--- src/common/rv_cfg.svh ---
// --------------------------------------------------------------------------
// Architectural sizes of the RV64I execution slice: data width, register
// count and register address width.
// --------------------------------------------------------------------------

`ifndef RV_CFG_SVH
`define RV_CFG_SVH

// Integer register and datapath width.
`define RV_XLEN 64

// Number of architectural integer registers.
`define RV_NUM_REGS 32

// Register address width.
`define RV_REG_AW 5

`endif

--- src/common/regfile_if.sv ---
// --------------------------------------------------------------------------
// Register file interface: two read ports, one write port, with modports
// for the operand reader, the writeback stage and the storage.
// --------------------------------------------------------------------------

`timescale 1ns/1ps

`include "rv_cfg.svh"

interface regfile_if;

    // Read side.
    logic [`RV_REG_AW-1:0] rs1_addr;
    logic [`RV_REG_AW-1:0] rs2_addr;
    logic [`RV_XLEN-1:0]   rs1_data;
    logic [`RV_XLEN-1:0]   rs2_data;

    // Write side, takes effect at the rising edge with we high.
    logic                  we;
    logic [`RV_REG_AW-1:0] waddr;
    logic [`RV_XLEN-1:0]   wdata;

    modport reader (output rs1_addr, rs2_addr, input rs1_data, rs2_data);

    modport writer (output we, waddr, wdata);

    modport storage (
        input  rs1_addr, rs2_addr, we, waddr, wdata,
        output rs1_data, rs2_data
    );

endinterface

--- src/design/register_file.sv ---
// --------------------------------------------------------------------------
// Integer register file: two combinational reads, one synchronous write,
// x0 hardwired to zero.
// --------------------------------------------------------------------------

`timescale 1ns/1ps

`include "rv_cfg.svh"

module register_file (
    input logic        clk,
    input logic        arstn,
    regfile_if.storage rf
);

    // Register storage.
    logic [`RV_XLEN-1:0] mem [`RV_NUM_REGS];

    // ----------------------------------------------------------------------
    // Write port.
    // ----------------------------------------------------------------------

    // Entry 0 is cleared on reset and never written afterwards.
    always_ff @(posedge clk or negedge arstn) begin
        if (!arstn) begin
            for (int i = 0; i < `RV_NUM_REGS; i++) begin
                mem[i] <= '0;
            end
        end else if (rf.we && (rf.waddr != '0)) begin
            mem[rf.waddr] <= rf.wdata;
        end
    end

    // ----------------------------------------------------------------------
    // Read ports.
    // ----------------------------------------------------------------------

    // No write-through here; the writeback stage forwards.
    assign rf.rs1_data = mem[rf.rs1_addr];
    assign rf.rs2_data = mem[rf.rs2_addr];

endmodule

--- src/flat_wrapper.sv ---
// flat-port wrapper written by rule: the top's interface ports become plain ports
module register_file_flat 
  (clk, arstn, rf_rs1_addr, rf_rs2_addr, rf_we, rf_waddr, rf_wdata, rf_rs1_data, rf_rs2_data);
  regfile_if rf_i ();
  input logic clk;
  input logic arstn;
  input wire logic [$bits(rf_i.rs1_addr)-1:0] rf_rs1_addr;
  input wire logic [$bits(rf_i.rs2_addr)-1:0] rf_rs2_addr;
  input wire logic [$bits(rf_i.we)-1:0] rf_we;
  input wire logic [$bits(rf_i.waddr)-1:0] rf_waddr;
  input wire logic [$bits(rf_i.wdata)-1:0] rf_wdata;
  output wire logic [$bits(rf_i.rs1_data)-1:0] rf_rs1_data;
  output wire logic [$bits(rf_i.rs2_data)-1:0] rf_rs2_data;
  assign rf_i.rs1_addr = rf_rs1_addr;
  assign rf_i.rs2_addr = rf_rs2_addr;
  assign rf_i.we = rf_we;
  assign rf_i.waddr = rf_waddr;
  assign rf_i.wdata = rf_wdata;
  assign rf_rs1_data = rf_i.rs1_data;
  assign rf_rs2_data = rf_i.rs2_data;
  register_file u_core (.clk(clk), .arstn(arstn), .rf(rf_i));
endmodule
--- config.mk ---
export PLATFORM = sky130hd
export DESIGN_NAME = register_file_flat
export DESIGN_NICKNAME = d
export VERILOG_FILES = /design/src/common/regfile_if.sv /design/src/design/register_file.sv /design/src/flat_wrapper.sv
export VERILOG_INCLUDE_DIRS = /design/src /design/src/common
export SDC_FILE = /design/constraint.sdc
export NUM_CORES = 2
export LEC_CHECK = 0
export BUFFER_PORTS_ARGS = -buffer_cell sky130_fd_sc_hd__buf_4
export CAP_MARGIN = 10
export CORE_MARGIN = 5
export CORE_UTILIZATION = 50
export CTS_CLUSTER_SIZE = 8
export DETAILED_ROUTE_END_ITERATION = 16
export HOLD_SLACK_MARGIN = 0.1
export PLACE_DENSITY = 0.66
export SLEW_MARGIN = 20
export SYNTH_ARGS = -nofsm -noshare
export SYNTH_HDL_FRONTEND = slang
export SYNTH_SLANG_ARGS = --single-unit
--- constraint.sdc ---
create_clock -name clk -period 4 [get_ports clk]
set_input_delay 0.8 -clock clk [delete_from_list [all_inputs] [get_ports clk]]
set_output_delay 0.8 -clock clk [all_outputs]
set_load 0.01 [all_outputs]
**After elaboration in Yosys (flattened, before gate mapping)**

Index checks and enable logic that the tools add are counted.
Widths: inputs -> output; s select.

- Logic and storage cells: 51
- Output and inout port bits: 128
- Bits of input ports: 82
- Flip-flop bits (word level): 2048

- $lt $le $gt $ge: 4
- Multiplexer cells: 9
- Bitwise logic cells: 3
- Reductions and logical operators: 3

Operators with widths:

| kind | count |
|---|---|
| $bwmux 2048 | 1 |
| $bmux 64 s5 | 2 |
| $demux 64 s5 | 1 |
| $mux 64 | 5 |
| $ge 6x6->1 const B | 3 |
| $not 5->6 | 3 |
| $lt 6x1->1 const B | 1 |
| $reduce_bool 5->1 | 1 |
| $logic_and 1x1->1 | 2 |

**Logic depth before layout (Yosys ltp)**

- Depth after elaboration: 6
- Gate-level depth with buffers: 8
- Gate-level depth less buffers: 4

**Worst setup path after synthesis**

No wires, ideal clock.

- Path kind: input to output
- Start point: input port rf_rs2_addr[0]
- End point: output port rf_rs2_data[32]
- Stages on the path: 5
- Required time: 3.200 ns
- Arrival time: 2.782 ns
- Buffers on the path: 2
- Setup slack: 0.418 ns
- Cell sequence: buf_2 > buf_1 > mux4_2 > mux4_2 > mux2_2

- Longest elaborated chain between the ends: 4

Ends and longest elaborated chain:

| element | RTL line | text |
|---|---|---|
| start, declared | flat_wrapper.sv:8 | `input wire logic [$bits(rf_i.rs2_addr)-1:0] rf_rs2_addr;` |
| $not 5->6 (not written as such) | register_file.sv:40 | `assign rf.rs2_data = mem[rf.rs2_addr];` |
| $bmux 64 s5 | register_file.sv:40 |  |
| $mux 64 (not written as such) (2 in a row) | register_file.sv:40 |  |
| end, declared | flat_wrapper.sv:13 | `output wire logic [$bits(rf_i.rs2_data)-1:0] rf_rs2_data;` |

Every way passes these cells. The select of a mux whose other input is x is not followed.

**Final worst setup path**

- Start point: input port rf_rs2_addr[3]
- End point: output port rf_rs2_data[42]

Same word-level chain as after synthesis.

==> flow_summary.json <==
{
  "cp_max_fo": 20,
  "yosysTopAreaCellShare_pct": 47.6,
  "grt_max_degree": 149,
  "top_regs": "u_core.mem x2048",
  "cts_htree_levels": 5,
  "p_per_area_mw_per_mm2": 516,
  "rows": 170,
  "synthArstFlopShare_pct": 100,
  "synth_area_mm2": 0.108,
  "via_per_inst": 6.84,
  "slew_headroom_pct": 23.2,
  "cts_num_sinks": 2048,
  "core_mm2": 0.214,
  "synthDistinctLibCells": 29,
  "post_cts_buffers": 0,
  "clk_path_buf_depth": 4,
  "cts_tree": "done",
  "irDropWorstVdd_mv": 0.469,
  "yosysMostFrequentCell": "dfrtp_1",
  "fin_crit_ns": 3.93,
  "antenna_found_initial": 18,
  "maxCapViolCount": 0,
  "start_kind": "primary input",
  "maxClockFrequency_mhz": 255,
  "hold_viol_final": 0,
  "seq_area_frac_synth_pct": 47.6,
  "arrival_ns": 3.13,
  "root_buffer": "clkbuf_16",
  "largest_reg_flops": 2048,
  "routed_wl_mm": 327,
  "drive_gt1_share_pct": 62.1,
  "gp_congestion": 0.808,
  "worst_setup_path_end_kind": "output pin",
  "critPathKind": "in2out",
  "maxSlewViolCount": 0,
  "crit_required_ns": 3.20,
  "syn-instance-count": 6451,
  "finalCritPeriodShare_pct": 98.2,
  "tightestPinTransition_ns": 1.15,
  "io_buffers": 209,
  "grt_use_total_pct": 29.4,
  "syn_nets": 6533,
  "yosysWarningCount": 0,
  "die_area_mm2": 0.225,
  "area_growth_pct": 13.8,
  "dieWidth_um": 474,
  "syn_area_per_cell_um2": 16.7,
  "ys_seq_elements": 2048,
  "grt_overflow": 0,
  "finalSetupViolations": 0,
  "wire_per_inst_um": 34.7,
  "p_leak_nw": 53.0,
  "status": "finished clean",
  "fillCellCount": 16500,
  "first_pass_iters": 7,
  "yosysTopAreaCell": "dfrtp_1",
  "power_w": 0.0631,
  "synth-main-ff-cell": "dfrtp_1",
  "synth_edf_count": 0,
  "drtIter0Drc": 5609,
  "ant_nets": 0,
  "grt_first_pass_wirelength_mm": 484,
  "place_ws_ns": 0.0614,
  "start_util_pct": 50.2,
  "rsz0062_at_grt": "no",
  "cts_buffers": 306,
  "num_vias": 64400,
  "clock_skew_ns": 0,
  "clk_transition_reported_paths_ns": 0.05,
  "synthTopCellsByArea": "dfrtp_1, mux4_2, mux2_2",
  "dp_hpwl_mm": 191,
  "top_register": "u_core.mem",
  "fin_setup_tns_ns": 0,
  "synth_common_cells": "dfrtp_1, mux2_2, mux4_2, clkbuf_1",
  "post_cts_resized": 0,
  "nets": 6642,
  "grt_pass1_vias": 68200,
  "clock_latency_ns": 0.91,
  "hold_class": "in2reg",
  "setup_ws_ns": 0.0713,
  "io-pin-count": 210,
  "drc": 0,
  "die_h_um": 474
}
==> path summary, 6_finish.rpt <==
path / slack, ns / cells after the start / start / to
max: 0.07 / 6 / rf_rs2_addr[3] / rf_rs2_data[42]
max in group asynchronous: 2.19 / 3 / arstn / u_core.mem[1508]
min: 0.35 / 2 / rf_wdata[17] / u_core.mem[145]
max reg2reg: 3.17 / 1 / u_core.mem[209] / u_core.mem[209]
min in group asynchronous: 0.49 / 2 / arstn / u_core.mem[185]
min reg2reg: 0.39 / 0 / u_core.mem[1989] / u_core.mem[1989]
==> stage by stage <==
step	cells	cell area (um2)	hold WS, ns	util, %
3_3_place_gp	9089	114000	0.376	53.3
2_1_floorplan	6451	108000	0.441	-
3_5_place_dp	9089	114000	0.383	53.3
5_1_grt	9420	122000	0.338	57.1
4_1_cts	9416	122000	0.277	57.1
6_report	9425	122000	0.348	57.1
==> where the power goes <==
part	internal (W)	switching [W]
registers	0.0247	0.00292
logic	0.00821	0.00468
clock network	0.0138	0.00881
==> routing by layer <==
| metal | up-vias | GRT usage (%) | part of all wire (%) |
|---|---|---|---|
| met5 | - | 0 | 0.016 |
| met4 | 8 | 10.5 | 3.9 |
| met3 | 655 | 4.80 | 6.4 |
| met2 | 2477 | 47.2 | 48 |
| met1 | 35900 | 41.1 | 42 |
| li1 | 25400 | - | - |
==> cells by family (layout without fill, tap and decap cells) <==
group           count (synthesis)  count (layout)  share of synthesized area [%]
flops                        2048            2048                           47.6
buf+inv                       768             895                           2.98
compound gates                110             110                          0.768
simple gates                   69              69                          0.330
mux                          3456            3456                           48.3
other cells                     0               9                              0
==> what timing repair did <==
| action | in CTS | in global routing |
|---|---|---|
| endpoints found under the setup margin | 0 | 0 |
| hold endpoints to repair | 47 | 0 |
| hold buffers | 1 | 0 |
==> area by class of cell <==
cell class	instances	area, um2	area share [%]
Multi-Input combinational cell	3635	53400	43.6
Antenna cell	9	22.5	0.0184
Timing Repair Buffer	569	6190	5.06
Sequential cell	2048	51200	41.9
Tap cell	2838	3550	2.90
Clock inverter	4	31.3	0.0256
Clock buffer	322	7950	6.50
==> critical path, stage by stage <==
cell and delay (ns):
clkbuf_8 0.29, or2_2 0.74, buf_4 0.39, o22ai_1 0.12
a221oi_1 0.50, buf_4 0.23
==> placed cells by master (no fill, tap or decap), types with 3 or more instances in the layout <==
cell type,instances
dfrtp_1,2048
mux2_2,1986
mux4_2,1170
buf_4,411
clkbuf_16,317
mux2_1,163
buf_12,146
mux2i_1,137
o22ai_1,46
a221oi_1,37
nor2_4,16
nand2_4,15
diode_2,9
a221o_1,9
nor2b_1,9
o21ai_0,9
o22a_1,9
buf_8,7
clkbuf_1,5
nand3b_1,4
inv_6,3
Note: power is estimated with default switching activity, not from simulation.
