## src/common/rv_cfg.svh

```systemverilog
// --------------------------------------------------------------------------
// Architectural sizes of the RV64I execution slice: data width, register
// count and register address width.
// --------------------------------------------------------------------------

`ifndef RV_CFG_SVH
`define RV_CFG_SVH

// Integer register and datapath width.
`define RV_XLEN 64

// Number of architectural integer registers.
`define RV_NUM_REGS 32

// Register address width.
`define RV_REG_AW 5

`endif

```

## src/common/regfile_if.sv

```systemverilog
// --------------------------------------------------------------------------
// Register file interface: two read ports, one write port, with modports
// for the operand reader, the writeback stage and the storage.
// --------------------------------------------------------------------------

`timescale 1ns/1ps

`include "rv_cfg.svh"

interface regfile_if;

    // Read side.
    logic [`RV_REG_AW-1:0] rs1_addr;
    logic [`RV_REG_AW-1:0] rs2_addr;
    logic [`RV_XLEN-1:0]   rs1_data;
    logic [`RV_XLEN-1:0]   rs2_data;

    // Write side, takes effect at the rising edge with we high.
    logic                  we;
    logic [`RV_REG_AW-1:0] waddr;
    logic [`RV_XLEN-1:0]   wdata;

    modport reader (output rs1_addr, rs2_addr, input rs1_data, rs2_data);

    modport writer (output we, waddr, wdata);

    modport storage (
        input  rs1_addr, rs2_addr, we, waddr, wdata,
        output rs1_data, rs2_data
    );

endinterface

```

## src/design/writeback_stage.sv

```systemverilog
// --------------------------------------------------------------------------
// Writeback register: retire outputs, register file write, operand forwarding.
// --------------------------------------------------------------------------

`timescale 1ns/1ps

`include "rv_cfg.svh"

module writeback_stage (
    input  logic                  clk,
    input  logic                  arstn,
    input  logic                  i_valid,
    input  logic [`RV_REG_AW-1:0] i_rd,
    input  logic [`RV_XLEN-1:0]   i_result,
    input  logic                  i_writes_rd,
    input  logic                  i_illegal,
    input  logic [`RV_REG_AW-1:0] i_rs1,
    input  logic [`RV_REG_AW-1:0] i_rs2,
    input  logic [`RV_XLEN-1:0]   i_rs1_data,
    input  logic [`RV_XLEN-1:0]   i_rs2_data,
    output logic [`RV_XLEN-1:0]   o_op_a,
    output logic [`RV_XLEN-1:0]   o_op_b,
    regfile_if.writer             rf,
    output logic                  o_retire_valid,
    output logic [`RV_REG_AW-1:0] o_retire_rd,
    output logic [`RV_XLEN-1:0]   o_retire_data,
    output logic                  o_illegal
);

    logic                  valid_q;
    logic                  illegal_q;
    logic                  we_q;
    logic [`RV_REG_AW-1:0] rd_q;
    logic [`RV_XLEN-1:0]   data_q;
    logic                  fwd_a;
    logic                  fwd_b;

    always_ff @(posedge clk or negedge arstn) begin
        if (!arstn) begin
            valid_q   <= 1'b0;
            illegal_q <= 1'b0;
            we_q      <= 1'b0;
        end else begin
            valid_q   <= i_valid & ~i_illegal;
            illegal_q <= i_valid & i_illegal;
            we_q      <= i_valid & i_writes_rd & ~i_illegal;
        end
    end

    // Result payload.
    always_ff @(posedge clk) begin
        if (i_valid) begin
            rd_q   <= i_rd;
            data_q <= i_result;
        end
    end

    assign rf.we    = we_q;
    assign rf.waddr = rd_q;
    assign rf.wdata = data_q;

    assign o_retire_valid = valid_q;
    assign o_retire_rd    = rd_q;
    assign o_retire_data  = data_q;
    assign o_illegal      = illegal_q;

    // Pending write not yet in the register file; x0 never forwards.
    assign fwd_a  = we_q && (rd_q != '0) && (rd_q == i_rs1);
    assign fwd_b  = we_q && (rd_q != '0) && (rd_q == i_rs2);
    assign o_op_a = fwd_a ? data_q : i_rs1_data;
    assign o_op_b = fwd_b ? data_q : i_rs2_data;

endmodule

```

## src/flat_wrapper.sv

```systemverilog
// flat-port wrapper written by rule: the top's interface ports become plain ports
module writeback_stage_flat 
  (clk, arstn, i_valid, i_rd, i_result, i_writes_rd, i_illegal, i_rs1, i_rs2, i_rs1_data, i_rs2_data, o_op_a, o_op_b, o_retire_valid, o_retire_rd, o_retire_data, o_illegal, rf_we, rf_waddr, rf_wdata);
  regfile_if rf_i ();
  input  logic clk;
  input  logic arstn;
  input  logic i_valid;
  input  logic [`RV_REG_AW-1:0] i_rd;
  input  logic [`RV_XLEN-1:0] i_result;
  input  logic i_writes_rd;
  input  logic i_illegal;
  input  logic [`RV_REG_AW-1:0] i_rs1;
  input  logic [`RV_REG_AW-1:0] i_rs2;
  input  logic [`RV_XLEN-1:0] i_rs1_data;
  input  logic [`RV_XLEN-1:0] i_rs2_data;
  output logic [`RV_XLEN-1:0] o_op_a;
  output logic [`RV_XLEN-1:0] o_op_b;
  output logic o_retire_valid;
  output logic [`RV_REG_AW-1:0] o_retire_rd;
  output logic [`RV_XLEN-1:0] o_retire_data;
  output logic o_illegal;
  output wire logic [$bits(rf_i.we)-1:0] rf_we;
  output wire logic [$bits(rf_i.waddr)-1:0] rf_waddr;
  output wire logic [$bits(rf_i.wdata)-1:0] rf_wdata;
  assign rf_we = rf_i.we;
  assign rf_waddr = rf_i.waddr;
  assign rf_wdata = rf_i.wdata;
  writeback_stage u_core (.clk(clk), .arstn(arstn), .i_valid(i_valid), .i_rd(i_rd), .i_result(i_result), .i_writes_rd(i_writes_rd), .i_illegal(i_illegal), .i_rs1(i_rs1), .i_rs2(i_rs2), .i_rs1_data(i_rs1_data), .i_rs2_data(i_rs2_data), .o_op_a(o_op_a), .o_op_b(o_op_b), .rf(rf_i), .o_retire_valid(o_retire_valid), .o_retire_rd(o_retire_rd), .o_retire_data(o_retire_data), .o_illegal(o_illegal));
endmodule
```

## config.mk

```make
export PLATFORM = sky130hd
export DESIGN_NAME = writeback_stage_flat
export DESIGN_NICKNAME = d
export VERILOG_FILES = /design/src/common/regfile_if.sv /design/src/design/writeback_stage.sv /design/src/flat_wrapper.sv
export VERILOG_INCLUDE_DIRS = /design/src /design/src/common
export SDC_FILE = /design/constraint.sdc
export NUM_CORES = 1
export LEC_CHECK = 0
export BUFFER_PORTS_ARGS = -buffer_cell sky130_fd_sc_hd__buf_2
export CAP_MARGIN = 30
export CORE_AREA = 2 2 189 191
export DETAILED_ROUTE_END_ITERATION = 8
export DIE_AREA = 0 0 191 193
export PLACE_DENSITY = 0.45
export SETUP_SLACK_MARGIN = 0.5
export SYNTH_ARGS = -nofsm -noshare
export SYNTH_HDL_FRONTEND = slang
export SYNTH_SLANG_ARGS = --single-unit
```

## constraint.sdc

```tcl
create_clock -name clk -period 5.71 [get_ports clk]
set_input_delay 0.2855 -clock clk [delete_from_list [all_inputs] [get_ports clk]]
set_output_delay 0.2855 -clock clk [all_outputs]
set_load 0.05 [all_outputs]
```

Word-level counts from Yosys, hierarchy flattened
Index checks and enable logic that the tools add are counted.
{"block": "word_totals", "register_bits": 72, "word_cells": 18, "inputBits": 212, "out_inout_bits": 269}
{"block": "classes", "mux": 2, "n_eq_ne": 2, "bitwise_logic": 5, "n_reduce_logical": 4}
{"cell": "$mux 64", "count": 2}
{"cell": "$eq 5x5->1", "count": 2}
{"cell": "$reduce_bool 5->1", "count": 1}
{"cell": "$and 1x1->1", "count": 4}
{"cell": "$logic_and 1x1->1", "count": 3}
{"cell": "$not 1->1", "count": 1}

Depth between registers and ports, before layout
{"block": "depth", "ltp_word": 4, "mapped_depth": 6, "ltp_nobuf": 4}

Worst setup path before layout
Ideal clock, no wire load.
{"block": "synth_timing", "path_kind": "reg-to-output", "start": "reg u_core.rd_q[4] (netlist: u_core.o_retire_rd[4])", "end": "out o_op_a[13]", "t_required_ns": 5.424, "arrival_ns": 2.384, "n_path_buf": 1, "path_stages_with_launch": 6, "setup_slack_ns": 3.040, "path_cell_list": "edfxtp_1 > or4_4 > o21ai_2 > nor4_4 > buf_6 > mux2_1"}
{"block": "synth_via", "elab_chain_cells": 4, "elab_cells_between_ends": 5, "cone_classes": "eq/ne: 1; mux: 1; reduce/logical: 3"}
{"element": "from (decl)", "line_no": "writeback_stage.sv:33", "rtl": "logic [`RV_REG_AW-1:0] rd_q;"}
{"element": "from (signal assigned)", "line_no": "writeback_stage.sv:53", "rtl": "rd_q <= i_rd;"}
{"element": "$reduce_bool 5->1", "line_no": "writeback_stage.sv:68", "rtl": "assign fwd_a = we_q && (rd_q != '0) && (rd_q == i_rs1);"}
{"element": "$logic_and 1x1->1", "line_no": "writeback_stage.sv:68"}
{"element": "$logic_and 1x1->1 (*)", "line_no": "writeback_stage.sv:68"}
{"element": "$mux 64 (*)", "line_no": "writeback_stage.sv:70", "rtl": "assign o_op_a = fwd_a ? data_q : i_rs1_data;"}
{"element": "to (decl)", "line_no": "flat_wrapper.sv:16", "rtl": "output logic [`RV_XLEN-1:0] o_op_a;"}
Mark *: on every way between the ends. The rest lies on a longest branch, timed or not.

Worst setup path in the final report
{"block": "layout_timing", "start": "reg u_core.rd_q[3] (netlist: u_core.o_retire_rd[3])", "end": "out o_op_b[20]"}
{"block": "layout_via", "elab_chain_cells": 4, "elab_cells_between_ends": 5, "cone_classes": "eq/ne: 1; mux: 1; reduce/logical: 3"}
{"element": "$reduce_bool 5->1", "line_no": "writeback_stage.sv:69", "rtl": "assign fwd_b = we_q && (rd_q != '0) && (rd_q == i_rs2);"}
{"element": "$logic_and 1x1->1", "line_no": "writeback_stage.sv:69"}
{"element": "$logic_and 1x1->1 (*)", "line_no": "writeback_stage.sv:69"}
{"element": "$mux 64 (*)", "line_no": "writeback_stage.sv:71", "rtl": "assign o_op_b = fwd_b ? data_q : i_rs2_data;"}
{"element": "to (decl)", "line_no": "flat_wrapper.sv:17", "rtl": "output logic [`RV_XLEN-1:0] o_op_b;"}
Marks and branches as above.

==> run_results.csv <==
group,metric,value,unit
yosys,yosys-mux-area-fraction,35.8,%
placed_design,port_buffers,480,
timing,rsz0062_at_grt,"false",
yosys,synth-seq-cells,72,
yosys,syn_inst,302,
setup_path,crit_type,"flip-flop to primary output",
run,maxCapViolCount,0,
layout,seqCellArea,0.00215,mm^2
layout,fillers,3880,
yosys,synth_xor_area_share,1.88,%
yosys,synthesis.area,0.00465,mm^2
cts,clk_pin_slew,0.06,ns
yosys,yosysTopAreaCellShare,44.5,%
setup_path,worst-path-buf-inv,2,
cts,cts_root_buf,"clkbuf_16",
setup_path,start_kind,"flip-flop",
yosys,synth_top_area_cell,"edfxtp_1",
setup_path,required,5.42,ns
layout,layout_commonest_cell,"buf_2",
grt,track_usage,8.89,%
grt,grt_pass1_wl,23300,um
setup_path,slowest_delay,0.62,ns
floorplanning,ios,481,
timing,min_period,3.50,ns
layout,antenna_cells,0,
cts,cts_max_level,3,
timing,slew-limit-headroom,36.2,%
grt,antenna_found_initial,1,
routing,drtIter0Drc,81,
placed_design,dpl_cell_area,0.00699,mm^2
timing,fin_crit_sh,61.4,%
setup_path,crit_chain,"xnor2_1 -> and4_1 -> o211a_4 -> buf_4 -> mux2_4 -> buf_2",
layout,layout_common_cells,"479 x buf_2, 69 x edfxtp_1, 60 x mux2_4",
floorplanning,coreArea,0.0350,mm^2
timing,slew_viol_final,0,
timing,setup_viol,0,
routing,finalWirelength,17900,um
routing,drc,0,
yosys,synth_top_family_by_area,"multiplexers",
yosys,ys_warn_count,0,
pwr,power_density,273,mW/mm^2
cts,cts_max_path_buffers,2,
yosys,synth_compound_area_share,0.403,%
hold_path,hp-class,"input port to flip-flop",
layout,synthToLayoutAreaGrowth,57.1,%
layout,multi_input_area,0.00185,mm^2
cts,cts_buffers,9,
timing,max_freq,0.285,GHz
layout,drive_gt1_share,80.1,%
yosys,synthDistinctLibCells,18,
yosys,yosysSeqAreaShare,46.1,%
yosys,synth_simple_gate_area_share,1.48,%
hold_path,hold-path-endpoint,"u_core.o_retire_data[44]",
setup_path,arrival,3.22,ns
yosys,synth-adder-area-share,0,%
layout,finalNetCount,927,
routing,vias,4077,
floorplanning,num_rows,69,
cts,cts_tree,"built",
setup_path,slowest_stage,"buf_4",
hold_path,hp-start,"i_result[44]",
setup_path,critPathCaptureType,"primary output",
floorplanning,die_x,191,um
grt,grt_max_degree,72,
routing,via_per_inst,3.45,
placed_design,dpl.hpwl,14200,um
routing,avgRoutedWirePerCell,15.2,um
yosys,synthesis.nets,514,
floorplanning,die_area,0.0369,mm^2
placed_design,pre_cts_ws,2.54,ns
timing,tightest_slew,0.957,ns
grt,grt_remaining_overflow,0,
yosys,synth_area_leaders,"edfxtp_1 45%, mux2_4 19%, mux2_1 13%, buf_4 11%, mux2_2 3.9%",
layout,design_area,0.00731,mm^2
timing,worst_slack,2.21,ns
placed_design,gp_congestion,0.766,
floorplanning,die_y,193,um
timing,fin_setup_tns,0,ns
setup_path,crit_fanout,33,
grt,grt_pass1_vias,3769,
timing,hold_viol_final,0,
yosys,syn-mean-instance-area,15.4,um^2
pwr,vdd_ir_drop_max,0.125,mV
routing,firstDrtPassIters,4,
setup_path,path_delay_family,"buffers and inverters",
routing,drtAntennaViolNets,0,
cts,cts_sinks,72,
pwr,power.leakage,3.49,nW
floorplanning,initial_core_util,13.3,%
hold_path,holdPathStages,1,
outcome,status,"completed",
==> worst max path at each step <==
stage / start / end / slack [ns] / depth (start not counted)
after global routing: u_core.o_retire_rd[4] / o_op_b[1] / 2.06 / 6
after detailed placement: u_core.o_retire_rd[3] / o_op_b[1] / 2.54 / 6
after floorplan: u_core.o_retire_rd[4] / o_op_a[13] / 3.04 / 5
after global placement: u_core.o_retire_rd[3] / o_op_b[1] / 2.58 / 6
final: u_core.o_retire_rd[3] / o_op_b[20] / 2.21 / 6
after CTS: u_core.o_retire_rd[3] / o_op_b[1] / 2.13 / 6
==> sequential cells by signal, indices dropped and copies added (netlist names) <==
signal / count
u_core.rf.we: 1
u_core.o_retire_data: 64
u_core.o_retire_valid: 1
u_core.o_retire_rd: 5
u_core.o_illegal: 1
==> where the power goes <==
part | switching, mW | internal [mW] | total (mW)
logic | 0.560 | 0.188 | 0.749
registers | 0.0504 | 0.628 | 0.678
clock network | 0.236 | 0.336 | 0.572
==> per-stage QoR <==
step	hold WS, ns	power [mW]	instances	util (%)
global placement	0.125	1.44	1163	20.0
floorplan	-0.0101	1.26	302	-
finish	0.0999	2.00	1181	20.9
CTS	0.0578	2.05	1180	20.9
detailed placement	0.124	1.44	1163	20.0
global route	0.0624	2.10	1181	20.9
==> logic make-up (layout without fill, tap and decap cells) <==
kind of cell | count (synthesis) | in the layout
AOI/OAI and AO/OA | 2 | 2
muxes | 128 | 128
and+or+nand+nor | 8 | 8
xor gates and xnor gates | 10 | 10
buffers and inverters | 82 | 500
DFF | 72 | 72
==> what timing repair did <==
action                                 4_1_cts  5_1_grt
buffers inserted                             0        0
endpoints found under the hold margin        3        0
hold buffers                                 1        0
gates resized for setup                      0        0
setup endpoints to repair                    0        0
==> Yosys cell counts <==
cell / number
dfrtp_1: 3
buf_4: 69
xor2_1: 4
xnor2_1: 6
and2_1: 2
o211a_1: 1
mux2_4: 60
edfxtp_1: 69
mux2_2: 16
nor4_4: 1
buf_6: 13
nor2_1: 1
nor2b_1: 1
o21ai_2: 1
or4_4: 1
and4_1: 1
nand3_1: 1
mux2_1: 52
==> area by class of cell <==
type / count / area share [%]
Clock inverter: 6 / 0.821
Clock buffer: 10 / 3.13
Sequential cell: 72 / 29.4
Timing Repair Buffer: 484 / 33.5
Tap cell: 461 / 7.89
Multi-Input combinational cell: 148 / 25.3
==> layer usage <==
layer  vias to the layer above  GRT usage, %  wire, um  share of wire (%)
li1                       1868             -         -                  -
met1                      1899          9.55      6970                 39
met2                       287          15.8      8900                 50
met3                        21          3.29      1650                9.2
met4                         2          3.55       367                2.1
met5                         -             0         7              0.039
Note: power is estimated with default switching activity, not from simulation.
