$ cat src/common/rv_cfg.svh
// --------------------------------------------------------------------------
// Architectural sizes of the RV64I execution slice: data width, register
// count and register address width.
// --------------------------------------------------------------------------

`ifndef RV_CFG_SVH
`define RV_CFG_SVH

// Integer register and datapath width.
`define RV_XLEN 64

// Number of architectural integer registers.
`define RV_NUM_REGS 32

// Register address width.
`define RV_REG_AW 5

`endif

$ cat src/common/rv_exec_pkg.sv
// --------------------------------------------------------------------------
// Execution slice types: ALU operation and decoded instruction.
// --------------------------------------------------------------------------

`include "rv_cfg.svh"

package rv_exec_pkg;

    // ALU operations; PASS_B forwards the second operand for LUI.
    typedef enum logic [3:0] {
        ALU_ADD    = 4'd0,
        ALU_SUB    = 4'd1,
        ALU_SLL    = 4'd2,
        ALU_SLT    = 4'd3,
        ALU_SLTU   = 4'd4,
        ALU_XOR    = 4'd5,
        ALU_SRL    = 4'd6,
        ALU_SRA    = 4'd7,
        ALU_OR     = 4'd8,
        ALU_AND    = 4'd9,
        ALU_PASS_B = 4'd10
    } alu_op_e;

    // ----------------------------------------------------------------------
    // Decoded instruction, produced by the decoder.
    // ----------------------------------------------------------------------

    typedef struct packed {
        alu_op_e                alu_op;
        logic [`RV_REG_AW-1:0]  rs1;
        logic [`RV_REG_AW-1:0]  rs2;
        logic [`RV_REG_AW-1:0]  rd;
        logic                   use_imm;
        logic [`RV_XLEN-1:0]    imm;
        logic                   writes_rd;
        logic                   illegal;
    } decoded_t;

endpackage

$ cat src/common/rv_isa_pkg.sv
// --------------------------------------------------------------------------
// ISA encoding types: major opcode and funct3 minor operation codes.
// --------------------------------------------------------------------------

package rv_isa_pkg;

    // ----------------------------------------------------------------------
    // Major opcodes, instruction bits [6:0].
    // ----------------------------------------------------------------------

    // Only the opcodes the slice executes are named.
    typedef enum logic [6:0] {
        OPC_OP_IMM = 7'b0010011,
        OPC_OP     = 7'b0110011,
        OPC_LUI    = 7'b0110111
    } opcode_e;

    // ----------------------------------------------------------------------
    // Minor operation codes, instruction bits [14:12].
    // ----------------------------------------------------------------------

    // ADD and SUB share one code, funct7 tells them apart.
    // SRL and SRA likewise.
    typedef enum logic [2:0] {
        F3_ADD  = 3'b000,
        F3_SLL  = 3'b001,
        F3_SLT  = 3'b010,
        F3_SLTU = 3'b011,
        F3_XOR  = 3'b100,
        F3_SRL  = 3'b101,
        F3_OR   = 3'b110,
        F3_AND  = 3'b111
    } funct3_e;

    // funct7 values for the R-type forms.
    localparam logic [6:0] FUNCT7_BASE = 7'b0000000;
    localparam logic [6:0] FUNCT7_ALT  = 7'b0100000;

    // Upper six bits of a 64-bit shift-immediate.
    localparam logic [5:0] FUNCT6_SRA  = 6'b010000;

endpackage

$ cat src/design/rv_decoder.sv
// --------------------------------------------------------------------------
// Instruction decoder for OP-IMM, OP and LUI; flags all other encodings.
// --------------------------------------------------------------------------

`timescale 1ns/1ps

`include "rv_cfg.svh"

module rv_decoder (
    input  logic [31:0]           i_instr,
    output rv_exec_pkg::decoded_t o_dec
);

    rv_isa_pkg::opcode_e opcode;
    rv_isa_pkg::funct3_e funct3;
    logic [6:0]          funct7;
    logic [5:0]          funct6;

    assign opcode = rv_isa_pkg::opcode_e'(i_instr[6:0]);
    assign funct3 = rv_isa_pkg::funct3_e'(i_instr[14:12]);
    assign funct7 = i_instr[31:25];
    assign funct6 = i_instr[31:26];

    always_comb begin
        o_dec         = '0;
        o_dec.alu_op  = rv_exec_pkg::ALU_ADD;
        o_dec.rs1     = i_instr[19:15];
        o_dec.rs2     = i_instr[24:20];
        o_dec.rd      = i_instr[11:7];
        o_dec.imm     = {{(`RV_XLEN-12){i_instr[31]}}, i_instr[31:20]};
        o_dec.illegal = 1'b0;

        case (opcode)
            rv_isa_pkg::OPC_OP_IMM: begin
                // I-type, rs2 field is part of the immediate.
                o_dec.use_imm = 1'b1;
                o_dec.rs2     = '0;
                case (funct3)
                    rv_isa_pkg::F3_ADD:  o_dec.alu_op = rv_exec_pkg::ALU_ADD;
                    rv_isa_pkg::F3_SLT:  o_dec.alu_op = rv_exec_pkg::ALU_SLT;
                    rv_isa_pkg::F3_SLTU: o_dec.alu_op = rv_exec_pkg::ALU_SLTU;
                    rv_isa_pkg::F3_XOR:  o_dec.alu_op = rv_exec_pkg::ALU_XOR;
                    rv_isa_pkg::F3_OR:   o_dec.alu_op = rv_exec_pkg::ALU_OR;
                    rv_isa_pkg::F3_AND:  o_dec.alu_op = rv_exec_pkg::ALU_AND;
                    rv_isa_pkg::F3_SLL: begin
                        o_dec.alu_op  = rv_exec_pkg::ALU_SLL;
                        o_dec.illegal = (funct6 != '0);
                    end
                    default: begin
                        // SRLI or SRAI, anything else in funct6 is reserved.
                        o_dec.alu_op  = (funct6 == rv_isa_pkg::FUNCT6_SRA) ?
                                        rv_exec_pkg::ALU_SRA : rv_exec_pkg::ALU_SRL;
                        o_dec.illegal = (funct6 != '0) &&
                                        (funct6 != rv_isa_pkg::FUNCT6_SRA);
                    end
                endcase
            end
            rv_isa_pkg::OPC_OP: begin
                case (funct3)
                    rv_isa_pkg::F3_ADD:  o_dec.alu_op = (funct7[5]) ?
                        rv_exec_pkg::ALU_SUB : rv_exec_pkg::ALU_ADD;
                    rv_isa_pkg::F3_SRL:  o_dec.alu_op = (funct7[5]) ?
                        rv_exec_pkg::ALU_SRA : rv_exec_pkg::ALU_SRL;
                    rv_isa_pkg::F3_SLL:  o_dec.alu_op = rv_exec_pkg::ALU_SLL;
                    rv_isa_pkg::F3_SLT:  o_dec.alu_op = rv_exec_pkg::ALU_SLT;
                    rv_isa_pkg::F3_SLTU: o_dec.alu_op = rv_exec_pkg::ALU_SLTU;
                    rv_isa_pkg::F3_XOR:  o_dec.alu_op = rv_exec_pkg::ALU_XOR;
                    rv_isa_pkg::F3_OR:   o_dec.alu_op = rv_exec_pkg::ALU_OR;
                    default:             o_dec.alu_op = rv_exec_pkg::ALU_AND;
                endcase
                // Only ADD/SUB and SRL/SRA accept the alternate funct7.
                if ((funct3 == rv_isa_pkg::F3_ADD) || (funct3 == rv_isa_pkg::F3_SRL)) begin
                    o_dec.illegal = (funct7 != rv_isa_pkg::FUNCT7_BASE) &&
                                    (funct7 != rv_isa_pkg::FUNCT7_ALT);
                end else begin
                    o_dec.illegal = (funct7 != rv_isa_pkg::FUNCT7_BASE);
                end
            end
            rv_isa_pkg::OPC_LUI: begin
                // U-type, upper 20 bits sign-extended to 64.
                o_dec.alu_op  = rv_exec_pkg::ALU_PASS_B;
                o_dec.use_imm = 1'b1;
                o_dec.rs1     = '0;
                o_dec.rs2     = '0;
                o_dec.imm     = {{(`RV_XLEN-32){i_instr[31]}}, i_instr[31:12], 12'b0};
            end
            default: o_dec.illegal = 1'b1;
        endcase

        o_dec.writes_rd = ~o_dec.illegal;
    end

endmodule

$ cat config.mk
export PLATFORM = sky130hd
export DESIGN_NAME = rv_decoder
export DESIGN_NICKNAME = d
export VERILOG_FILES = /design/src/common/rv_exec_pkg.sv /design/src/common/rv_isa_pkg.sv /design/src/design/rv_decoder.sv
export VERILOG_INCLUDE_DIRS = /design/src /design/src/common
export SDC_FILE = /design/constraint.sdc
export NUM_CORES = 1
export LEC_CHECK = 0
export BUFFER_PORTS_ARGS = -buffer_cell sky130_fd_sc_hd__buf_2
export CAP_MARGIN = 10
export CORE_ASPECT_RATIO = 0.6
export CORE_MARGIN = 3
export CORE_UTILIZATION = 32
export DETAILED_ROUTE_END_ITERATION = 10
export PLACE_DENSITY = 0.86
export SLEW_MARGIN = 25
export SYNTH_ARGS = -nofsm -noshare
export SYNTH_HDL_FRONTEND = slang
export SYNTH_SLANG_ARGS = --single-unit
$ cat constraint.sdc
create_clock -name vclk -period 1.5
set_input_delay 0.15 -clock vclk [all_inputs]
set_output_delay 0.15 -clock vclk [all_outputs]
set_load 0.01 [all_outputs]
---- Word level (Yosys, flattened, before mapping) ----
Index checks and enable logic that the tools add are counted.
Widths: inputs -> output; s select.
word-level totals
  register bits ........................... 0
  latch bits .............................. 0
  RAM bits ................................ 0
  bits in read-only memories .............. 0
  input port bits ......................... 32
  output and inout bits ................... 86
  memories kept ........................... 0
operators by class
  $add $sub $neg .......................... 0
  multipliers ............................. 0
  div/mod/pow operators ................... 0
  magnitude comparators ................... 0
  equal/unequal tests ..................... 13
  shift-type cells ........................ 0
  muxes and demuxes ....................... 13
  bitwise gates (word level) .............. 1
  reduce and logical (&&, ||, !) cells .... 8
operator list
  operator            number
  $pmux 4 s7          2
  $mux 31             1
  $eq 7x6->1 const B  2
  $eq 3x3->1 const B  4
  $pmux 4 s3          1
  $mux 5              2
  $eq 7x5->1 const B  1
  $ne 7x6->1 const B  1
  $reduce_bool 7->1   1
  $eq 3x2->1 const B  2
  $eq 6x5->1 const B  1
  $ne 6x5->1 const B  1
  $reduce_bool 6->1   1
  $reduce_or 6->1     1
  $mux 1              5
  $eq 3x1->1 const B  1
  $logic_not 3->1     1
  $pmux 1 s3          1
  $logic_and 1x1->1   2
  $pmux 1 s2          1
  $reduce_or 2->1     1
  $logic_or 1x1->1    1
  $not 1->1           1

---- Logic depth before layout (Yosys ltp) ----
Gate-level depths: netlist of the first run.
  depth in word-level cells ............... 5
  mapped depth ............................ 5
  mapped depth without buffers ............ 4

---- Worst setup path before layout of the first run ----
Ideal clock, no wire load.
  path kind ............................... input to output
  start ................................... input port i_instr[27]
  end ..................................... output port o_dec[1] (netlist bit)
  arrival ................................. 1.288 ns
  data required time ...................... 1.350 ns
  slack ................................... 0.062 ns
  cell stages on the path ................. 4
  buffers on the path ..................... 0
  cell sequence ........................... or4_4 o31a_1 nor3_2 a311o_2
RTL lines
  item                line              RTL
  start: declaration  rv_decoder.sv:10  input logic [31:0] i_instr,
  end: declaration    rv_decoder.sv:11  output rv_exec_pkg::decoded_t o_dec

==> impl_metrics.env, run 1 <==
export IMPL_outcome="finished, violations left"
export IMPL_failed_checks="setup timing"
export IMPL_ys_warnings_count=0
export IMPL_drv_cap=0
export IMPL_finalHoldViolCount=0
export IMPL_fp_dieW_microns=71.0
export IMPL_highest_net_fanout_along_the_worst_path=3
export IMPL_cp_num_cells=6
export IMPL_synth_cell_area_sq_um=811
export IMPL_port_buffer_count=108
export IMPL_grt_pass1_vias=850
export IMPL_ir_worst_vdd_uv=174
export IMPL_floorplan_die_height_microns=45.0
export IMPL_total_power_w=0.000360
export IMPL_route_vias_total=991
export IMPL_longest_individual_stage_delay_on_the_worst_path_ns=0.56
export IMPL_grt_overflow_total=0
export IMPL_finalWirelength_microns=2960
export IMPL_final_setup_tns_ns=-0.315
export IMPL_total_die_area_sq_mm=0.00319
export IMPL_report_final_slew_viol_count=0
export IMPL_placeableCoreArea_sq_mm=0.00228
export IMPL_crit_top_cell="sky130_fd_sc_hd__buf_6"
export IMPL_final_period_util=1.09
export IMPL_initialDrtViolationCount=46
export IMPL_detail_route_first_pass_iterations=4
export IMPL_criticalPathCategory="in2out"
export IMPL_post_drt_via_cell_ratio=4.46
export IMPL_power_per_cell_area_mw_per_mm2=280
export IMPL_ioPinCount=118
export IMPL_cellLeakagePower_nw=0.815
export IMPL_dpl_worst_slack_ns=-0.257
export IMPL_seqCellArea_sq_um=0
export IMPL_globalplace_congestion=0.786
export IMPL_top_cell_type_s_share_of_synthesized_area=0.352
export IMPL_worst_hold_slack_ns=0.300
export IMPL_dp_hpwl_microns=2320
export IMPL_global_route_wire_length_before_repair_microns=4180
export IMPL_minimum_period_implied_by_the_final_worst_setup_slack_ns=1.63
export IMPL_relSlewSlack=0.773
export IMPL_post_synth_most_frequent_cells="sky130_fd_sc_hd__buf_4, sky130_fd_sc_hd__nor2b_1, sky130_fd_sc_hd__a21o_1"
export IMPL_cp_top_family="simple AND/OR/NAND/NOR gates"
export IMPL_grt_setup_unrepaired="yes"
export IMPL_ys_seq_area_frac=0
export IMPL_number_of_endpoints_failing_setup_at_the_final_stage=3
export IMPL_hold_path_class="in2out"
export IMPL_maximum_number_of_pins_on_one_net_before_global_route_repair=35
export IMPL_synth_largest_area_cell="sky130_fd_sc_hd__buf_4"
export IMPL_number_of_unique_standard_cell_types_used_by_synthesis=25
export IMPL_worst_endpoint_arrival_ns=1.48
export IMPL_achievable_frequency_mhz=613
export IMPL_layout_sequential_cells=0
export IMPL_worstPathBufferInverterCount=2
export IMPL_utilization_after_layout=0.563
export IMPL_remaining_drc_errors=0
export IMPL_antenna_found_initial=0
export IMPL_wl_per_cell_microns=13.3
export IMPL_layout_overhead_on_the_synthesized_area_pct=58.2
export IMPL_synth_top_cells_by_area="sky130_fd_sc_hd__buf_4, sky130_fd_sc_hd__nor2b_1, sky130_fd_sc_hd__a21o_1, sky130_fd_sc_hd__clkbuf_1, sky130_fd_sc_hd__o31a_1"
export IMPL_drtAntennaViolNets=0
export IMPL_starting_density_of_the_core=0.356
export IMPL_worstPathCellList="buf_6 -> or4_4 -> o31a_1 -> nor3_2 -> a311o_2 -> buf_6"
export IMPL_finalWorstSetupSlack_ns=-0.132
export IMPL_diodes=0
export IMPL_clockBufferCount=0
export IMPL_syn_num_nets=149
export IMPL_slowest_stage="sky130_fd_sc_hd__or4_4"
export IMPL_worst_hold_path_num_cells=0
export IMPL_std_cell_rows=13
export IMPL_cp_end_kind="output pin"
export IMPL_synth_most_common_cell="sky130_fd_sc_hd__buf_4"
export IMPL_avgSynthCellArea_sq_um=6.93
export IMPL_synth_cells=117
export IMPL_worst_slew_pin_transition_ns=0.338
export IMPL_design_final_nets=226
export IMPL_layout_drive_gt1_share=0.677
export IMPL_groute_usage_overall=0.158
export IMPL_required_time_of_the_critical_path_ns=1.35
export IMPL_setup_worst_path_start_class="input pin"
==> layer usage <==
layer / GRT usage / vias up / wire (microns)
met5: 0 / - / 0
met4: 0.0225 / 0 / 8
met3: 0.00667 / 2 / 156
met2: 0.300 / 50 / 1580
met1: 0.206 / 429 / 1210
li1: - / 510 / -
==> area by class of cell <==
| type | instances | area (sq um) |
|---|---|---|
| repair buffers | 120 | 711 |
| inverters | 1 | 3.75 |
| well taps | 30 | 37.5 |
| multi-input cells | 71 | 531 |
| fillers | 213 | 995 |
==> placed cells by master (no fill, tap or decap) <==
| cell type | instances |
|---|---|
| sky130_fd_sc_hd__clkbuf_16 | 2 |
| sky130_fd_sc_hd__a31o_2 | 1 |
| sky130_fd_sc_hd__a21oi_1 | 2 |
| sky130_fd_sc_hd__nand2b_4 | 1 |
| sky130_fd_sc_hd__a311oi_1 | 1 |
| sky130_fd_sc_hd__o31a_1 | 2 |
| sky130_fd_sc_hd__nor4_2 | 1 |
| sky130_fd_sc_hd__nor2b_1 | 25 |
| sky130_fd_sc_hd__a21o_1 | 21 |
| sky130_fd_sc_hd__a311o_2 | 1 |
| sky130_fd_sc_hd__buf_12 | 1 |
| sky130_fd_sc_hd__o311a_1 | 1 |
| sky130_fd_sc_hd__inv_1 | 1 |
| sky130_fd_sc_hd__nor3b_1 | 1 |
| sky130_fd_sc_hd__nor3_1 | 2 |
| sky130_fd_sc_hd__or4_4 | 1 |
| sky130_fd_sc_hd__nor2_2 | 1 |
| sky130_fd_sc_hd__o21a_1 | 1 |
| sky130_fd_sc_hd__buf_4 | 7 |
| sky130_fd_sc_hd__nand2_1 | 2 |
| sky130_fd_sc_hd__nor4_4 | 1 |
| sky130_fd_sc_hd__nor2b_4 | 1 |
| sky130_fd_sc_hd__mux2i_1 | 1 |
| sky130_fd_sc_hd__nor3_2 | 1 |
| sky130_fd_sc_hd__nor2_1 | 2 |
| sky130_fd_sc_hd__buf_6 | 6 |
| sky130_fd_sc_hd__or3_4 | 1 |
| sky130_fd_sc_hd__buf_2 | 104 |
==> kinds of logic (layout without fill, tap and decap cells) <==
| family | Yosys count | after routing | synth area share |
|---|---|---|---|
| compound gates | 30 | 30 | 0.286 |
| simple gates | 40 | 40 | 0.310 |
| mux | 1 | 1 | 0.0123 |
| buf+inv | 46 | 121 | 0.392 |
==> through the flow <==
stage | area, sq um | instances
2_1_floorplan | 811 | 117
3_3_place_gp | 1160 | 218
3_5_place_dp | 1160 | 218
4_1_cts | 1180 | 218
5_1_grt | 1280 | 222
6_report | 1280 | 222
==> report_power, final <==
part	switching (W)	internal, W
sequential	0	0
clock	0	0
combinational	0.000183	0.000177
total	0.000183	0.000177
==> final timing paths <==
| check | from | end | slack, ns |
|---|---|---|---|
| max | i_instr[31] | o_dec[1] | -0.13 |
| min | i_instr[9] | o_dec[69] | 0.30 |
==> timing repair <==
action | 4_1_cts | 5_1_grt
hold buffers | 0 | 0
cloned | 0 | 3
pin swaps | 5 | 2
resized for setup | 5 | 7
endpoints found under the setup margin | 8 | 28
setup buffers | 0 | 1
Note: power is estimated with default switching activity, not from simulation.
==> inputs of run 2 (changes only) <==
--- a/config.mk
+++ b/config.mk
@@ -8,11 +8,13 @@
 export LEC_CHECK = 0
 export BUFFER_PORTS_ARGS = -buffer_cell sky130_fd_sc_hd__buf_2
 export CAP_MARGIN = 10
+export CELL_PAD_IN_SITES_DETAIL_PLACEMENT = 0
+export CELL_PAD_IN_SITES_GLOBAL_PLACEMENT = 1
 export CORE_ASPECT_RATIO = 0.6
 export CORE_MARGIN = 3
-export CORE_UTILIZATION = 32
+export CORE_UTILIZATION = 18
 export DETAILED_ROUTE_END_ITERATION = 10
-export PLACE_DENSITY = 0.86
+export PLACE_DENSITY_LB_ADDON = 0.1
 export SLEW_MARGIN = 25
 export SYNTH_ARGS = -nofsm -noshare
 export SYNTH_HDL_FRONTEND = slang
==> run 2 against run 1 <==
  * The flow still finishes with violations (setup timing)
  * Non-clock buffer count did not move
  * Via count up 2.2%
  * Count of clock-buffer cells in the layout stayed put
  * Critical path type unchanged
==> impl_metrics.env, run 2 (same netlist as run 1, synthesis figures left out) <==
export IMPL_power_switching_share=0.510
export IMPL_n_fill_cell=471
export IMPL_initialDrtViolationCount=10
export IMPL_total_die_area_sq_mm=0.00537
export IMPL_worst_slew_pin_transition_ns=0.259
export IMPL_grt_pass1_vias=919
export IMPL_criticalPathCategory="in2out"
export IMPL_maximum_number_of_pins_on_one_net_before_global_route_repair=28
export IMPL_remaining_drc_errors=0
export IMPL_globalplace_congestion=0.685
export IMPL_wl_per_cell_microns=12.1
export IMPL_cellLeakagePower_nw=0.829
export IMPL_cts_hold_buffers=0
export IMPL_diodes=0
export IMPL_relative_contribution_of_sequential_cells_to_total_power=0
export IMPL_design_final_nets=226
export IMPL_utilization_after_layout=0.326
export IMPL_min_delay_start="i_instr[10]"
export IMPL_floorplan_die_height_microns=58.0
export IMPL_post_drt_via_cell_ratio=4.02
export IMPL_dp_hpwl_microns=2390
export IMPL_required_time_of_the_critical_path_ns=1.35
export IMPL_finalWirelength_microns=3050
export IMPL_detail_route_first_pass_iterations=4
export IMPL_starting_density_of_the_core=0.193
export IMPL_worst_endpoint_arrival_ns=1.48
export IMPL_clkPwrFrac=0
export IMPL_number_of_endpoints_failing_setup_at_the_final_stage=3
export IMPL_grt_overflow_total=0
export IMPL_drtAntennaViolNets=0
export IMPL_share_comb_of_total_power=1.000
export IMPL_p_sw_w=0.000182
export IMPL_groute_usage_overall=0.0903
export IMPL_longest_individual_stage_delay_on_the_worst_path_ns=0.57
export IMPL_final_period_util=1.09
export IMPL_slowest_stage="sky130_fd_sc_hd__or4_4"
export IMPL_clockBufferCount=0
export IMPL_worstPathCellList="buf_6 -> or4_4 -> o31a_1 -> nor3_2 -> a311o_2 -> buf_6"
export IMPL_report_final_slew_viol_count=0
export IMPL_hold_path_endpoint="o_dec[70]"
export IMPL_outcome="finished, violations left"
export IMPL_total_power_w=0.000358
export IMPL_layout_sequential_cells=0
export IMPL_finalWorstSetupSlack_ns=-0.134
export IMPL_global_route_wire_length_before_repair_microns=4200
export IMPL_post_layout_instance_count_excluding_filler_cells=252
export IMPL_port_buffer_count=108
export IMPL_minimum_period_implied_by_the_final_worst_setup_slack_ns=1.63
export IMPL_setup_worst_path_start_class="input pin"
export IMPL_achievable_frequency_mhz=612
export IMPL_layout_drive_gt1_share=0.688
export IMPL_drv_cap=0
export IMPL_ir_worst_vdd_uv=87.2
export IMPL_crit_startpoint="i_instr[29]"
export IMPL_fp_dieW_microns=92.6
export IMPL_relSlewSlack=0.826
export IMPL_placeableCoreArea_sq_mm=0.00421
export IMPL_finalHoldViolCount=0
export IMPL_internal_power_w=0.000176
export IMPL_highest_net_fanout_along_the_worst_path=3
export IMPL_worst_hold_path_num_cells=0
export IMPL_fin_area_sq_mm=0.00137
export IMPL_mostFrequentLayoutCell="sky130_fd_sc_hd__buf_2"
export IMPL_route_vias_total=1013
export IMPL_cp_end_kind="output pin"
export IMPL_grt_setup_unrepaired="yes"
export IMPL_antenna_found_initial=0
export IMPL_layout_overhead_on_the_synthesized_area_pct=69.3
export IMPL_failed_checks="setup timing"
export IMPL_crit_top_cell="sky130_fd_sc_hd__buf_6"
export IMPL_std_cell_rows=18
export IMPL_hold_path_class="in2out"
export IMPL_placed_cells_incl_taps=247
export IMPL_ioPinCount=118
export IMPL_post_dp_cell_area_sq_mm=0.00119
export IMPL_final_cell_mix="sky130_fd_sc_hd__buf_2, sky130_fd_sc_hd__nor2b_1, sky130_fd_sc_hd__a21o_1, sky130_fd_sc_hd__buf_6, sky130_fd_sc_hd__buf_4"
export IMPL_seqCellArea_sq_um=0
export IMPL_power_per_cell_area_mw_per_mm2=261
[run 2: power groups by stage]
stage	Combinational, W	Clock, W	Sequential [W]
after detailed placement	0.000329	0	0
after global placement	0.000333	0	0
final	0.000358	0	0
after floorplan	0.000222	0	0
after global routing	0.000390	0	0
after CTS	0.000336	0	0
[run 2: worst max-delay path: cells and delay by family]
family	cells	cell delay [ns]
AND/OR/NAND/NOR	2	0.71
buffers and inverters	2	0.19
AO/OA/AOI/OAI	2	0.43
[run 2: routing by layer]
metal,track usage,vias up,wire (microns)
met2,0.167,40,1460
met3,0.0104,6,231
met4,0.00835,0,10
met1,0.118,457,1340
li1,-,510,-
met5,0,-,0
[run 2: worst max-delay path by stage]
stage	endpoint	cells past startpoint	slack (ns)
finish	o_dec[1]	6	-0.13
global route	o_dec[1]	6	-0.20
CTS	o_dec[1]	6	-0.12
detailed placement	o_dec[1]	6	-0.22
global placement	o_dec[1]	6	-0.20
floorplan	o_dec[1]	4	0.06
[run 2: timing repair]
action                                  in CTS  in global routing
buffers inserted                             0                  2
endpoints found under the setup margin       8                 35
cloned                                       0                  3
pin swaps                                    5                 13
resized for setup                            6                 17
[run 2: area by class of cell]
class / instances / area (sq um) / area share
timing repair buffer: 120 / 746 / 0.543
multi-input combinational: 71 / 548 / 0.399
tap: 60 / 75.1 / 0.0547
inverter: 1 / 3.75 / 0.00273
[run 2: per-stage QoR]
| stage | setup slack (ns) | hold WS (ns) | setup TNS [ns] |
|---|---|---|---|
| after detailed placement | -0.223 | 0.300 | -0.623 |
| after CTS | -0.123 | 0.300 | -0.312 |
| after global placement | -0.201 | 0.300 | -0.568 |
| final | -0.134 | 0.300 | -0.333 |
| after floorplan | 0.0619 | 0.354 | 0 |
| after global routing | -0.204 | 0.300 | -0.558 |
==> inputs of run 3 (changes only) <==
--- a/config.mk
+++ b/config.mk
@@ -7,7 +7,6 @@
 export NUM_CORES = 1
 export LEC_CHECK = 0
 export BUFFER_PORTS_ARGS = -buffer_cell sky130_fd_sc_hd__buf_2
-export CAP_MARGIN = 10
 export CELL_PAD_IN_SITES_DETAIL_PLACEMENT = 0
 export CELL_PAD_IN_SITES_GLOBAL_PLACEMENT = 1
 export CORE_ASPECT_RATIO = 0.6
@@ -15,6 +14,7 @@
 export CORE_UTILIZATION = 18
 export DETAILED_ROUTE_END_ITERATION = 10
 export PLACE_DENSITY_LB_ADDON = 0.1
+export REMOVE_ABC_BUFFERS = 1
 export SLEW_MARGIN = 25
 export SYNTH_ARGS = -nofsm -noshare
 export SYNTH_HDL_FRONTEND = slang
==> constraint.sdc (replaced) <==
create_clock -name vclk -period 1.5
set_input_delay 0.15 -clock vclk [all_inputs]
set_output_delay 0.15 -clock vclk [all_outputs]
set_load 0.005 [all_outputs]
==> run 3 against run 2 <==
  * Global-route usage shrank 0.83 points
  * Critical path type unchanged
  * Via count shrank 5.7%
  * The run still ends with setup timing left
  * Largest power group unchanged
  * Critical endpoint unchanged
  * Design area shrank 11%
  * Final cell count shrank 1.6%
  * Combinational power shrank 19%
==> impl_metrics.env, run 3 (same netlist as run 1, synthesis figures left out) <==
export IMPL_detail_route_first_pass_iterations=4
export IMPL_finalWorstSetupSlack_ns=-0.0832
export IMPL_highest_net_fanout_along_the_worst_path=3
export IMPL_layout_overhead_on_the_synthesized_area_pct=51.2
export IMPL_global_route_wire_length_before_repair_microns=3770
export IMPL_final_cell_mix="sky130_fd_sc_hd__buf_2, sky130_fd_sc_hd__nor2b_1, sky130_fd_sc_hd__a21o_1, sky130_fd_sc_hd__buf_4"
export IMPL_grtUsageMet3=0.0233
export IMPL_fp_dieW_microns=92.6
export IMPL_initialDrtViolationCount=24
export IMPL_report_final_slew_viol_count=0
export IMPL_groute_usage_overall=0.0819
export IMPL_route_vias_total=955
export IMPL_cellLeakagePower_nw=0.770
export IMPL_starting_density_of_the_core=0.193
export IMPL_dp_hpwl_microns=2280
export IMPL_maximum_number_of_pins_on_one_net_before_global_route_repair=35
export IMPL_port_buffer_count=108
export IMPL_hold_path_class="in2out"
export IMPL_number_of_endpoints_failing_setup_at_the_final_stage=3
export IMPL_cts_post_setup_buffers_inserted=0
export IMPL_setup_worst_path_start_class="input pin"
export IMPL_cts_hold_buffers=0
export IMPL_grt_util_met2=0.134
export IMPL_longest_individual_stage_delay_on_the_worst_path_ns=0.54
export IMPL_drv_cap=0
export IMPL_grt_overflow_total=0
export IMPL_dpl_worst_slack_ns=-0.177
export IMPL_drtAntennaViolNets=0
export IMPL_diodes=0
export IMPL_total_die_area_sq_mm=0.00537
export IMPL_worst_endpoint_arrival_ns=1.43
export IMPL_post_layout_instance_count_excluding_filler_cells=248
export IMPL_achievable_frequency_mhz=632
export IMPL_worst_hold_slack_ns=0.300
export IMPL_antenna_found_initial=0
export IMPL_gr_max_usage_layer="met2"
export IMPL_cp_end_kind="output pin"
export IMPL_slowest_stage="sky130_fd_sc_hd__or4_4"
export IMPL_design_final_nets=222
export IMPL_worstPathCellList="buf_6 -> or4_4 -> o31a_1 -> nor3_2 -> a311o_2 -> buf_2"
export IMPL_remaining_drc_errors=0
export IMPL_placeableCoreArea_sq_mm=0.00421
export IMPL_clockBufferCount=0
export IMPL_std_cell_rows=18
export IMPL_placed_cells_incl_taps=248
export IMPL_minimum_period_implied_by_the_final_worst_setup_slack_ns=1.58
export IMPL_finalHoldViolCount=0
export IMPL_final_period_util=1.06
export IMPL_outcome="finished, violations left"
export IMPL_met1_routing_resource_usage_after_global_routing=0.115
export IMPL_criticalPathCategory="in2out"
export IMPL_wl_per_cell_microns=10.9
export IMPL_power_per_cell_area_mw_per_mm2=236
export IMPL_finalWirelength_microns=2710
export IMPL_ioPinCount=118
export IMPL_layout_drive_gt1_share=0.660
export IMPL_relSlewSlack=0.794
export IMPL_failed_checks="setup timing"
export IMPL_globalplace_congestion=0.735
export IMPL_ir_worst_vdd_uv=80.8
export IMPL_required_time_of_the_critical_path_ns=1.35
export IMPL_grt_pass1_vias=760
export IMPL_post_drt_via_cell_ratio=3.85
export IMPL_grt_setup_unrepaired="yes"
export IMPL_seqCellArea_sq_um=0
export IMPL_floorplan_die_height_microns=58.0
export IMPL_worst_hold_path_num_cells=0
export IMPL_layout_sequential_cells=0
export IMPL_mostFrequentLayoutCell="sky130_fd_sc_hd__buf_2"
export IMPL_worst_slew_pin_transition_ns=0.307
==> run 3: worst paths after layout <==
kind | start | to | slack (ns)
setup / recovery | i_instr[31] | o_dec[1] | -0.08
hold / removal | i_instr[9] | o_dec[69] | 0.30
==> run 3: area by class of cell <==
type	count	area (sq um)
Timing Repair Buffer	116	629
Fill cell	482	2990
Multi-Input combinational cell	71	518
Tap cell	60	75.1
Inverter	1	3.75
==> run 3: where the power goes <==
group	switching [W]	internal [W]	leakage (nW)
Clock	0	0	0
Combinational	0.000133	0.000157	0.770
Sequential	0	0	0
==> run 3: through the flow <==
| step | cell area [sq um] | utilization | power (W) | setup TNS [ns] |
|---|---|---|---|---|
| 6_report | 1230 | 0.291 | 0.000290 | -0.171 |
| 5_1_grt | 1230 | 0.291 | 0.000322 | -0.397 |
| 4_1_cts | 1210 | 0.286 | 0.000289 | -0.191 |
| 3_5_place_dp | 1190 | 0.283 | 0.000284 | -0.407 |
| 3_3_place_gp | 1190 | 0.283 | 0.000288 | -0.399 |
| 2_1_floorplan | 497 | - | 0.0000888 | -48.83 |
==> run 3: repair_timing <==
action,4_1_cts,5_1_grt
resized for setup,2,4
setup endpoints to repair,3,36
pin swaps,5,0
==> run 3: per-layer routing <==
metal | part of all wire | vias to the layer above
met1 | 0.43 | 392
met5 | 0 | -
met4 | 0.0063 | 0
li1 | - | 500
met3 | 0.12 | 2
met2 | 0.44 | 61
==> run 3: worst max-delay path: cells and delay by family <==
kind | cells | cell delay [ns]
compound gates | 2 | 0.41
buf+inv | 2 | 0.19
simple gates | 2 | 0.68
